**config.mk**
```make
export PLATFORM = sky130hd
export DESIGN_NAME = eth_latency_measurer
export DESIGN_NICKNAME = d
export VERILOG_FILES = /design/src/verilog/latency_pkg.sv /design/src/verilog/eth_frame_pkg.sv /design/src/verilog/eth_latency_measurer.sv /design/src/verilog/ping_sequencer.sv /design/src/verilog/eth_latency_measurer_rx.sv /design/src/verilog/eth_latency_measurer_tx.sv /design/src/verilog/checksum_calculator.sv
export SDC_FILE = /design/constraint.sdc
export NUM_CORES = 1
export LEC_CHECK = 0
export BUFFER_PORTS_ARGS = -buffer_cell sky130_fd_sc_hd__buf_2
export CAP_MARGIN = 20
export CORE_UTILIZATION = 40
export CTS_BUF_LIST = sky130_fd_sc_hd__clkbuf_16
export DETAILED_ROUTE_END_ITERATION = 12
export PLACE_DENSITY = 0.59
export RECOVER_POWER = 100
export SKIP_CTS_REPAIR_TIMING = 1
export SYNTH_ARGS = -nofsm -noshare
export SYNTH_HDL_FRONTEND = slang
export SYNTH_SLANG_ARGS = --single-unit
```
**constraint.sdc**
```tcl
create_clock -name clk -period 47.5 [get_ports clk]
set_input_delay 9.5 -clock clk [delete_from_list [all_inputs] [get_ports clk]]
set_output_delay 9.5 -clock clk [all_outputs]
set_load 0.1 [all_outputs]
```
**src/verilog/latency_pkg.sv**
```systemverilog
/*
	Latency measurement definitions
	Station configuration, per-ping result and the loss timeout
*/

package latency_pkg;

	// Held stable for the duration of a ping
	typedef struct packed {
		logic [47:0] mac_src;
		logic [31:0] ip_src;
		logic [47:0] mac_dst;
		logic [31:0] ip_dst;
		logic [15:0] padding_size;
		logic [15:0] log_id;
		logic [15:0] ping_id;
	} meas_cfg_t;

	typedef struct packed {
		logic [15:0] frame_id;
		logic timed_out;
		logic [31:0] latency; // Clock cycles, first tx byte to reply
	} latency_result_t;

	// A ping with no reply after this many cycles counts as lost
	localparam int unsigned TIMEOUT_CYCLES = 2000;

endpackage

```
**src/verilog/eth_frame_pkg.sv**
```systemverilog
/*
	Ethernet, IPv4 and ICMP echo frame definitions
	Field constants, header and pad lengths, parsed reply record
*/

package eth_frame_pkg;

	// Ethernet 14 + IPv4 20 + ICMP 8
	localparam int HDR_BYTES = 42;

	// Pad bytes on top of padding_size, gives a 64 byte minimum frame
	localparam int PAD_BASE = 22;

	localparam logic [15:0] ETHERTYPE_IPV4 = 16'h0800;
	localparam logic [7:0] IP_PROTO_ICMP = 8'd1;

	localparam logic [7:0] ICMP_ECHO_REQUEST = 8'd8;
	localparam logic [7:0] ICMP_ECHO_REPLY = 8'd0;

	// 4500 + 001C + 4000 + 4001, the IPv4 words that never change
	localparam logic [15:0] IP_CONST_SUM = 16'hC51D;

	// Identifiers pulled out of a matching echo reply
	typedef struct packed {
		logic [15:0] frame_id; // IP identification
		logic [15:0] log_id; // ICMP identifier
		logic [15:0] ping_id; // ICMP sequence number
	} reply_info_t;

endpackage
```
**src/verilog/eth_latency_measurer.sv**
```systemverilog
/*
	Ethernet ping latency measurer
	Reply parser, ping sequencer and echo frame builder
*/

`timescale 1ns/1ns

module eth_latency_measurer #(
	parameter int C_MODE = 0
) (
	input logic clk,
	input logic rst,
	input latency_pkg::meas_cfg_t cfg,
	input logic start,
	output logic [7:0] m_axis_tdata,
	output logic m_axis_tkeep,
	output logic m_axis_tlast,
	output logic m_axis_tvalid,
	input logic m_axis_tready,
	input logic [7:0] s_axis_tdata,
	input logic s_axis_tvalid,
	input logic s_axis_tlast,
	output logic busy,
	output logic result_valid,
	output latency_pkg::latency_result_t result
);
	import eth_frame_pkg::*;

	logic trigger;
	logic tx_begin;
	logic [15:0] frame_id;
	logic reply_valid;
	reply_info_t reply;

	eth_latency_measurer_rx rx_i (
		.clk(clk),
		.rst(rst),
		.cfg(cfg),
		.s_axis_tdata(s_axis_tdata),
		.s_axis_tvalid(s_axis_tvalid),
		.s_axis_tlast(s_axis_tlast),
		.reply_valid(reply_valid),
		.reply(reply)
	);

	ping_sequencer seq_i (
		.clk(clk),
		.rst(rst),
		.start(start),
		.tx_begin(tx_begin),
		.reply_valid(reply_valid),
		.reply(reply),
		.trigger(trigger),
		.frame_id(frame_id),
		.busy(busy),
		.result_valid(result_valid),
		.result(result)
	);

	eth_latency_measurer_tx #(.C_MODE(C_MODE)) tx_i (
		.clk(clk),
		.rst(rst),
		.trigger(trigger),
		.tx_begin(tx_begin),
		.cfg(cfg),
		.frame_id(frame_id),
		.m_axis_tdata(m_axis_tdata),
		.m_axis_tkeep(m_axis_tkeep),
		.m_axis_tlast(m_axis_tlast),
		.m_axis_tvalid(m_axis_tvalid),
		.m_axis_tready(m_axis_tready)
	);

endmodule

```
**src/verilog/ping_sequencer.sv**
```systemverilog
/*
	Ping sequencer
	Issues one echo per start, numbers frames and times the round trip
*/

`timescale 1ns/1ns

module ping_sequencer (
	input logic clk,
	input logic rst,
	input logic start,
	input logic tx_begin,
	input logic reply_valid,
	input eth_frame_pkg::reply_info_t reply,
	output logic trigger,
	output logic [15:0] frame_id,
	output logic busy,
	output logic result_valid,
	output latency_pkg::latency_result_t result
);
	import latency_pkg::*;

	typedef enum logic [1:0] {ST_IDLE, ST_WAIT_TX, ST_TIMING} state_t;

	state_t state;
	logic [31:0] elapsed;
	logic matched;
	logic expired;

	assign matched = reply_valid && (reply.frame_id == frame_id); // Stale replies ignored
	assign expired = (elapsed + 32'd1 == 32'(TIMEOUT_CYCLES));

	always_ff @(posedge clk) begin
		if (rst) begin
			state <= ST_IDLE;
			trigger <= 1'b0;
			busy <= 1'b0;
			result_valid <= 1'b0;
			frame_id <= '0;
		end else begin
			trigger <= 1'b0;
			result_valid <= 1'b0;
			case (state)
				ST_IDLE: begin
					if (start) begin
						state <= ST_WAIT_TX;
						trigger <= 1'b1;
						busy <= 1'b1;
					end
				end
				ST_WAIT_TX: begin
					if (tx_begin)
						state <= ST_TIMING;
				end
				ST_TIMING: begin
					if (matched || expired) begin
						state <= ST_IDLE;
						busy <= 1'b0;
						result_valid <= 1'b1;
						frame_id <= frame_id + 16'd1; // Next ping gets a fresh id
					end
				end
				default: state <= ST_IDLE;
			endcase
		end
	end

	always_ff @(posedge clk) begin
		if (state == ST_WAIT_TX)
			elapsed <= '0;
		else if (state == ST_TIMING)
			elapsed <= elapsed + 32'd1;

		if (state == ST_TIMING && (matched || expired)) begin
			result.frame_id <= frame_id;
			result.timed_out <= !matched;
			result.latency <= matched ? elapsed + 32'd1 : 32'(TIMEOUT_CYCLES);
		end
	end

	// Builder only starts a frame that was asked for
	assert property (@(posedge clk) disable iff (rst) tx_begin |-> state == ST_WAIT_TX);

endmodule

```
**src/verilog/eth_latency_measurer_rx.sv**
```systemverilog
/*
	Echo reply parser
	Checks each header byte of the incoming stream against this station
	and reports the identifiers of a matching ICMP echo reply
*/

`timescale 1ns/1ns

module eth_latency_measurer_rx (
	input logic clk,
	input logic rst,
	input latency_pkg::meas_cfg_t cfg,
	input logic [7:0] s_axis_tdata,
	input logic s_axis_tvalid,
	input logic s_axis_tlast,
	output logic reply_valid,
	output eth_frame_pkg::reply_info_t reply
);
	import eth_frame_pkg::*;

	logic [15:0] count;
	logic hdr_ok; // All checked bytes so far matched
	logic checked;
	logic [7:0] exp_byte;
	logic byte_ok;
	logic frame_ok;
	reply_info_t info, info_next;

	// Expected value of the byte at the current position
	always_comb begin
		checked = 1'b1;
		exp_byte = 8'h00;
		case (count) inside
			[16'd0:16'd5]: exp_byte = cfg.mac_src[8*(5-count) +: 8];
			16'd12: exp_byte = ETHERTYPE_IPV4[15:8];
			16'd13: exp_byte = ETHERTYPE_IPV4[7:0];
			16'd23: exp_byte = IP_PROTO_ICMP;
			[16'd26:16'd29]: exp_byte = cfg.ip_dst[8*(29-count) +: 8]; // Reply comes from peer
			[16'd30:16'd33]: exp_byte = cfg.ip_src[8*(33-count) +: 8];
			16'd34: exp_byte = ICMP_ECHO_REPLY;
			[16'd38:16'd39]: exp_byte = cfg.log_id[8*(39-count) +: 8];
			[16'd40:16'd41]: exp_byte = cfg.ping_id[8*(41-count) +: 8];
			default: checked = 1'b0;
		endcase
	end

	assign byte_ok = !checked || (s_axis_tdata == exp_byte);
	assign frame_ok = hdr_ok && byte_ok && (count >= 16'(HDR_BYTES - 1));

	always_comb begin
		info_next = info;
		case (count)
			16'd18: info_next.frame_id[15:8] = s_axis_tdata;
			16'd19: info_next.frame_id[7:0] = s_axis_tdata;
			16'd38: info_next.log_id[15:8] = s_axis_tdata;
			16'd39: info_next.log_id[7:0] = s_axis_tdata;
			16'd40: info_next.ping_id[15:8] = s_axis_tdata;
			16'd41: info_next.ping_id[7:0] = s_axis_tdata;
			default: ;
		endcase
	end

	always_ff @(posedge clk) begin
		if (rst) begin
			count <= '0;
			hdr_ok <= 1'b0;
			reply_valid <= 1'b0;
		end else begin
			reply_valid <= s_axis_tvalid && s_axis_tlast && frame_ok;
			if (s_axis_tvalid) begin
				hdr_ok <= ((count == 16'd0) || hdr_ok) && byte_ok;
				if (s_axis_tlast)
					count <= '0;
				else if (count != 16'hFFFF)
					count <= count + 16'd1; // Saturates on long frames
			end
		end
	end

	always_ff @(posedge clk) begin
		if (s_axis_tvalid)
			info <= info_next;
		if (s_axis_tvalid && s_axis_tlast)
			reply <= info_next;
	end

	// Frames are far longer than one byte
	assert property (@(posedge clk) disable iff (rst) reply_valid |=> !reply_valid);

endmodule

```
**src/verilog/eth_latency_measurer_tx.sv**
```systemverilog
/*
	ICMP echo frame builder
	Serializes Ethernet, IPv4 and ICMP headers with checksums, then pads
*/

`timescale 1ns/1ns

module eth_latency_measurer_tx #(
	parameter int C_MODE = 0
) (
	input logic clk,
	input logic rst,
	input logic trigger,
	output logic tx_begin,
	input latency_pkg::meas_cfg_t cfg,
	input logic [15:0] frame_id,
	output logic [7:0] m_axis_tdata,
	output logic m_axis_tkeep,
	output logic m_axis_tlast,
	output logic m_axis_tvalid,
	input logic m_axis_tready
);
	import eth_frame_pkg::*;

	typedef enum logic [1:0] {ST_WAIT_TRIGGER, ST_SEND_HEADERS, ST_SEND_PADDING} state_t;

	state_t state, state_next;
	logic [15:0] count, count_next;
	logic [335:0] tx_buffer, tx_buffer_next;
	logic [15:0] ip_checksum, icmp_checksum;
	logic [7:0] icmp_type;
	logic load;
	logic hdr_last;
	logic pad_last;

	assign icmp_type = (C_MODE != 0) ? ICMP_ECHO_REPLY : ICMP_ECHO_REQUEST;
	assign load = trigger && (state == ST_WAIT_TRIGGER);
	assign hdr_last = (count == 16'(HDR_BYTES - 1));
	assign pad_last = (count == cfg.padding_size + 16'(PAD_BASE - 1));

	assign m_axis_tkeep = 1'b1;
	assign m_axis_tvalid = (state != ST_WAIT_TRIGGER);
	assign m_axis_tlast = (state == ST_SEND_PADDING) && pad_last;
	assign tx_begin = (state == ST_SEND_HEADERS) && (count == 16'd0) && m_axis_tready;

	always_comb begin
		case (state)
			ST_SEND_HEADERS: m_axis_tdata = tx_buffer[335:328];
			ST_SEND_PADDING: m_axis_tdata = 8'h55;
			default: m_axis_tdata = 8'h00;
		endcase
	end

	always_ff @(posedge clk) begin
		if (rst) begin
			state <= ST_WAIT_TRIGGER;
			count <= '0;
		end else begin
			state <= state_next;
			count <= count_next;
		end
	end

	always_ff @(posedge clk)
		tx_buffer <= tx_buffer_next;

	always_comb begin
		state_next = state;
		count_next = count;
		tx_buffer_next = tx_buffer;

		case (state)
			ST_WAIT_TRIGGER: begin
				if (trigger) begin
					state_next = ST_SEND_HEADERS;
					count_next = '0;
					// Fixed IPv4 words match IP_CONST_SUM, checksum fields zero for now
					tx_buffer_next = {cfg.mac_dst, cfg.mac_src, ETHERTYPE_IPV4,
						16'h4500, 16'h001C, frame_id, 16'h4000, 8'h40, IP_PROTO_ICMP,
						16'h0000, cfg.ip_src, cfg.ip_dst,
						icmp_type, 8'h00, 16'h0000, cfg.log_id, cfg.ping_id};
				end
			end

			ST_SEND_HEADERS: begin
				if (m_axis_tready) begin
					count_next = hdr_last ? 16'd0 : count + 16'd1;
					if (hdr_last)
						state_next = ST_SEND_PADDING;

					case (count)
						16'd23: tx_buffer_next = {ip_checksum, tx_buffer[311:0], 8'd0}; // Bytes 24-25
						16'd35: tx_buffer_next = {icmp_checksum, tx_buffer[311:0], 8'd0}; // Bytes 36-37
						default: tx_buffer_next = {tx_buffer[327:0], 8'd0};
					endcase
				end
			end

			ST_SEND_PADDING: begin
				if (m_axis_tready) begin
					if (pad_last) begin
						count_next = '0;
						state_next = ST_WAIT_TRIGGER;
					end else begin
						count_next = count + 16'd1;
					end
				end
			end

			default: state_next = ST_WAIT_TRIGGER;
		endcase
	end

	checksum_calculator #(.N(6)) ip_csum_i (
		.clk(clk),
		.rst(rst),
		.trigger(load),
		.values({frame_id, cfg.ip_dst, cfg.ip_src, IP_CONST_SUM}),
		.checksum(ip_checksum)
	);

	if (C_MODE != 0) begin : g_reply
		// Type and code both zero, nothing to add
		checksum_calculator #(.N(2)) icmp_csum_i (
			.clk(clk),
			.rst(rst),
			.trigger(load),
			.values({cfg.ping_id, cfg.log_id}),
			.checksum(icmp_checksum)
		);
	end else begin : g_request
		checksum_calculator #(.N(3)) icmp_csum_i (
			.clk(clk),
			.rst(rst),
			.trigger(load),
			.values({cfg.ping_id, cfg.log_id, icmp_type, 8'h00}),
			.checksum(icmp_checksum)
		);
	end

	assert property (@(posedge clk) disable iff (rst)
		m_axis_tvalid && !m_axis_tready |=>
			m_axis_tvalid && $stable(m_axis_tdata) && $stable(m_axis_tlast));

	assert property (@(posedge clk) disable iff (rst) m_axis_tlast |-> m_axis_tvalid);

endmodule

```
**src/verilog/checksum_calculator.sv**
```systemverilog
/*
	One's-complement checksum over N 16-bit words
	Adds one word per cycle with end-around carry, then inverts
*/

`timescale 1ns/1ns

module checksum_calculator #(
	parameter int N = 2
) (
	input logic clk,
	input logic rst,
	input logic trigger,
	input logic [N*16-1:0] values,
	output logic [15:0] checksum
);
	logic [N*16-1:0] words;
	logic [15:0] sum;
	logic [16:0] sum_raw;
	logic [7:0] remaining;
	logic busy;

	assign sum_raw = {1'b0, sum} + {1'b0, words[15:0]};

	always_ff @(posedge clk) begin
		if (rst) begin
			busy <= 1'b0;
			remaining <= '0;
			sum <= '0;
			checksum <= '0;
		end else if (trigger) begin
			busy <= 1'b1;
			remaining <= 8'(N);
			sum <= '0;
		end else if (busy) begin
			if (remaining != 8'd0) begin
				sum <= sum_raw[15:0] + 16'(sum_raw[16]); // End-around carry
				remaining <= remaining - 8'd1;
			end else begin
				checksum <= ~sum;
				busy <= 1'b0;
			end
		end
	end

	always_ff @(posedge clk) begin
		if (trigger)
			words <= values;
		else if (busy)
			words <= words >> 16; // Next word to the bottom
	end

	// Builder must not reload before the previous sum is out
	assert property (@(posedge clk) disable iff (rst) busy |-> !trigger);

endmodule

```
* After elaboration in Yosys (flattened, before gate mapping) *
Cells that the tools add are included.

storage, ports and cells
  flip-flop bits (word level) = 732
  input bits = 222
  output and inout port bits = 62
  logic and storage cells = 212

cells by class
  $add $sub $neg = 16
  $lt $le $gt $ge = 11
  equal/unequal tests = 26
  shift operators = 5
  muxes and demuxes = 64
  bitwise gates (word level) = 7
  reductions and logical operators = 52

operators with widths
  operator                                                                 count
  336-bit one-hot mux with 2 select lines                                  2
  336-bit two-way mux                                                      2
  96-bit two-way mux                                                       2
  16-bit two-way mux                                                       7
  48-bit two-way mux                                                       2
  8-bit two-way mux                                                        11
  16-bit by 33-bit variable part select with 8-bit output                  2
  32-bit by 33-bit variable part select with 8-bit output                  2
  16-bit by 5-bit equality test with 1-bit output, second input constant   4
  6-bit by 16-bit subtractor with 17-bit output, first input constant      3
  16-bit by 1-bit adder with 16-bit output, second input constant          3
  16-bit by 6-bit equality test with 1-bit output, second input constant   3
  16-bit by 6-bit >= comparator with 1-bit output, second input constant   3
  16-bit by 6-bit <= comparator with 1-bit output, second input constant   3
  16-bit one-hot mux with 3 select lines                                   1
  48-bit by 33-bit variable part select with 8-bit output                  1
  16-bit by 16-bit adder with 17-bit output                                2
  16-bit by 1-bit adder with 16-bit output                                 2
  32-bit by 1-bit adder with 32-bit output, second input constant          1
  16-bit equality test                                                     2
  16-bit by 4-bit equality test with 1-bit output, second input constant   2
  32-bit by 11-bit equality test with 1-bit output, second input constant  1
  16-bit by 5-bit >= comparator with 1-bit output, second input constant   2
  16-bit logical NOT                                                       2
  other kinds (33)                                                         116

* Depth between registers and ports, before layout *
  depth in word-level cells = 16
  depth in mapped cells = 18
  gate-level depth less buffers = 18

* By module *
Synthesis repeated with hierarchy kept, for this count alone.

unflattened totals
  cells, all modules = 3,109
  area, all modules = 38,614.5 um^2

modules (own cells, without submodules)
  module                                            times used  cells each  area an instance (um^2)  sequential area each (um^2)
  eth_latency_measurer_tx                           1           1,013       15,353.5                 10,450.0
  checksum_calculator (tx_i.ip_csum_i)              1           543         6,606.3                  3,703.6
  eth_latency_measurer_rx                           1           485         6,289.8                  3,243.1
  ping_sequencer                                    1           623         5,748.0                  2,532.4
  checksum_calculator (tx_i.g_request.icmp_csum_i)  1           445         4,616.9                  2,262.2

* Least setup slack after synthesis *
OpenSTA, ideal clock, no wires.

  path type = input port to flip-flop
  start point = in m_axis_tready
  end point = reg tx_i.tx_buffer[0], enable pin
  setup time = 1.042 ns
  data arrival time = 23.414 ns
  slack = 23.043 ns
  cell stages on the path = 2
  cells stage by stage = nor2b_1 -> nor2_1

between the ends
  word-level cells in the longest chain between the ends = 2

RTL lines
  element                          RTL line                       text
  from (decl)                      eth_latency_measurer.sv:19     input logic m_axis_tready,
  2-bit inequality test (no line)  n/a
  3-bit AND reduction (no line)    n/a
  to (signal assigned)             eth_latency_measurer_tx.sv:65  tx_buffer <= tx_buffer_next;
  to (decl)                        eth_latency_measurer_tx.sv:29  logic [335:0] tx_buffer, tx_buffer_next;

No other way between the ends.
A chain may end at the register's enable or synchronous reset.

* Final worst setup path *
  start point = in m_axis_tready
  end point = reg tx_i.tx_buffer[110], enable pin

The elaborated chain is that of the path after synthesis.

==> impl_metrics.ini <==
[cells_and_area]
fin_util = 0.4580
regArea_um2 = 19960
final_cell_mix = edfxtp_1, nand2_1, nor2_1
area_delta_synth_final_pct = 12.72
drive_gt1_frac = 0.1362
multi_input_area_um2 = 14450
final_cell_area_um2 = 39910
layout_commonest_cell = edfxtp_1
fillers = 8230
final_nets = 3577

[sta]
tightestPinTransition_ns = 9.423
fin_crit_ns = 23.66
slew_viol_final = 1255
setup_tns_ns = 0
worst_hold_slack_ns = 0.4630
fin_crit_sh = 0.4982
skew_ns = 0.02517
fmax_mhz = 42.26
setup_viol = 0
grt_setup_unrepaired = no
maxSlewHeadroom = -5.282
hold_violations = 0

[placed_design]
io_buffers = 282
hpwl_um = 66400
routabilityCongestion = 0.9028
placed_area_um2 = 37690

[worst_setup_path]
critical_path.endpoint_type = register
critical_path_class = in2reg
rr_startpoint = tx_i.state[0]$_SDFFE_PP0P_
cp_max_fo = 178
crit_path_max_incr_delay_ns = 6.81
cp.arrival_ns = 23.78
r2r_cells = 9
crit_chain = clkbuf_1 -> nor2b_1 -> nor2_1 -> clkbuf_1 -> clkbuf_1 -> clkbuf_1
critPathSlowestCell = clkbuf_1
crit_required_ns = 47.62
r2r_slack_ns = 29.10
cpMostUsedCell = clkbuf_1
cp-start-kind = input pin
r2r-end = tx_i.tx_buffer[110]$_DFFE_PP_

[grt]
grt_pass1_wl_um = 143600
overflow = 0
antenna_found_initial = 18
grt_pass1_vias = 23330
grt_max_degree = 189
grt_usage = 0.2085

[min_path]
hold-path-endpoint = tx_i.ip_csum_i.words[15]$_SDFFE_PP1P_
min-delay-path-class = reg2reg
whs_path_depth = 2
min_from = tx_i.ip_csum_i.words[31]$_DFFE_PP_

[cts]
clockBufferDepth = 3
cts_htree_levels = 3
path_clk_slew_ns = 0.06
cts_tree = done
cts_made_buffers = 80
cts_root_buffer = clkbuf_16
clock-sinks = 732
clk_latency_ns = 0.63

[pwr]
cellLeakagePower_nw = 13.97
clkPwrFrac = 0.401
power.net_switching_uw = 365.5
ir_worst_vdd_mv = 0.02552
combPwrFrac = 0.100
intPower_mw = 1.132
p_total_mw = 1.498
swShare = 0.2440
p_seq_frac = 0.499
power_per_cell_area_nw_per_um2 = 37.53

[floorplan]
floorplan.initialDensity = 0.4063
rows = 108
coreArea_um2 = 87160
die_area_um2 = 89720
boundaryPins = 284
die_w_um = 299.5
die_y_um = 299.5

[synth]
synth-compound-area-share = 0.08045
synth_mux_area_frac = 0.09989
synth_warnings = 0
synth_area_um2 = 35410
synth-xor-area-share = 0.03971
ys_async_sr_fraction = 0
synth_top_family_by_area = simple AND/OR/NAND/NOR gates
syn_nets = 3395
synth_seq_area_share = 0.5634
ys_ff_latch = 732
syn_avg_cell_area_um2 = 11.37
ys.flop_type = edfxtp_1
netlist_instances = 3114
yosysUniqueCellTypes = 89
synthSimpleGateAreaFrac = 0.1666
synth_edf_count = 529
synth_fa_ha_area_frac = 0.02127

[drt]
ant_nets = 0
vias = 24700
routed_wl_um = 95640
drt-wirelength-per-cell_um = 21.11
drt-initial-drc-count = 1892
route.detailed.drc = 0
viasPerCell = 5.452
firstDrtPassIters = 5

[outcome]
violations = max-capacitance violations, max-slew violations
status = finished, violations left

[flow_run]
drv_cap = 17
[metrics by stage]
step	std cells	setup WS, ns
after floorplan	3114	23.04
after global placement	4367	25.96
after detailed placement	4367	26.02
final	4530	23.84
after CTS	4515	26.00
after global routing	4520	22.46
[worst max path at each step]
| stage | from | end | slack [ns] | depth (start not counted) |
|---|---|---|---|---|
| after global placement | cfg[32] | m_axis_tlast | 25.96 | 10 |
| after CTS | cfg[32] | m_axis_tlast | 26.00 | 10 |
| after floorplan | m_axis_tready | tx_i.tx_buffer[0]$_SDFFCE_PP0P_ | 23.04 | 2 |
| after global routing | m_axis_tready | tx_i.tx_buffer[110]$_DFFE_PP_ | 22.46 | 6 |
| after detailed placement | cfg[32] | m_axis_tlast | 26.02 | 10 |
| final | m_axis_tready | tx_i.tx_buffer[110]$_DFFE_PP_ | 23.84 | 6 |
[metal layers]
| layer | global-route usage | up-vias | wire [um] |
|---|---|---|---|
| met4 | 0.06584 | 4 | 2540 |
| met1 | 0.2960 | 12090 | 42960 |
| li1 | - | 11820 | - |
| met3 | 0.02783 | 133 | 5807 |
| met2 | 0.3301 | 658 | 44310 |
| met5 | 0 | - | 28 |
[critical path: cells and delay by family]
| kind | cells | cell delay (ns) |
|---|---|---|
| buffers and inverters | 4 | 13.46 |
| AND/OR/NAND/NOR | 2 | 0.55 |
[sequential cells by signal (all words and copies together) (netlist names), 32 cells and up]
register,flops
seq_i.elapsed,32
tx_i.g_request.icmp_csum_i.words,48
tx_i.tx_buffer,336
tx_i.ip_csum_i.words,96
seq_i.result,49
[final cells by class]
type | count | area share
antenna | 13 | 0.0008150
inverter | 48 | 0.004514
sequential | 732 | 0.5000
timing repair buffer | 309 | 0.03354
tap | 1155 | 0.03621
clock inverter | 66 | 0.01157
clock buffer | 82 | 0.05141
multi-input combinational | 2125 | 0.3620
[logic make-up after synthesis]
| group | after synthesis |
|---|---|
| and+or+nand+nor | 1172 |
| DFF | 732 |
| AOI/OAI and AO/OA | 436 |
| muxes | 298 |
| buffers and inverters | 257 |
| xor gates and xnor gates | 159 |
| adders and majority gates | 59 |
| other | 1 |
[cell usage after synthesis, types with 5 or more instances]
cell type / instances / area share
nand4b_1: 7 / 0.0017
nand3b_1: 5 / 0.0011
a21oi_1: 127 / 0.018
mux4_2: 24 / 0.015
or3b_2: 6 / 0.0015
nand3_1: 145 / 0.020
dfxtp_1: 203 / 0.11
o21ai_0: 78 / 0.011
a22oi_1: 22 / 0.0047
o21a_1: 10 / 0.0021
nor2b_1: 24 / 0.0042
clkbuf_1: 150 / 0.016
a2111oi_0: 9 / 0.0022
o211ai_1: 34 / 0.0072
and2_1: 131 / 0.023
or2_2: 7 / 0.0012
nor3_1: 61 / 0.0086
nor3b_1: 10 / 0.0021
buf_1: 23 / 0.0024
nand2b_1: 24 / 0.0042
and3_1: 49 / 0.0087
ha_1: 57 / 0.020
edfxtp_1: 529 / 0.45
nor4_1: 30 / 0.0053
a21o_1: 21 / 0.0045
or4_1: 7 / 0.0015
o32ai_1: 14 / 0.0035
o31a_1: 5 / 0.0012
a211oi_1: 28 / 0.0059
xnor2_1: 91 / 0.023
nand4_1: 36 / 0.0064
nor2_1: 249 / 0.026
a31o_2: 6 / 0.0015
o311ai_0: 6 / 0.0015
inv_1: 46 / 0.0049
nand2_1: 308 / 0.033
a211o_1: 8 / 0.0020
mux2_2: 202 / 0.064
buf_2: 32 / 0.0045
mux2i_1: 71 / 0.020
nor4b_1: 9 / 0.0022
and4_1: 9 / 0.0022
xor2_1: 67 / 0.017
or3_1: 33 / 0.0058
a31oi_1: 27 / 0.0048
[power by group through the flow]
stage | clock network [mW] | logic, mW | registers, mW
global placement | 0 | 0.147 | 0.755
finish | 0.600 | 0.150 | 0.747
floorplan | 0 | 0.103 | 0.760
global route | 0.636 | 0.165 | 0.751
CTS | 0.614 | 0.149 | 0.742
detailed placement | 0 | 0.149 | 0.755
Power figures use the tool's default switching activity.
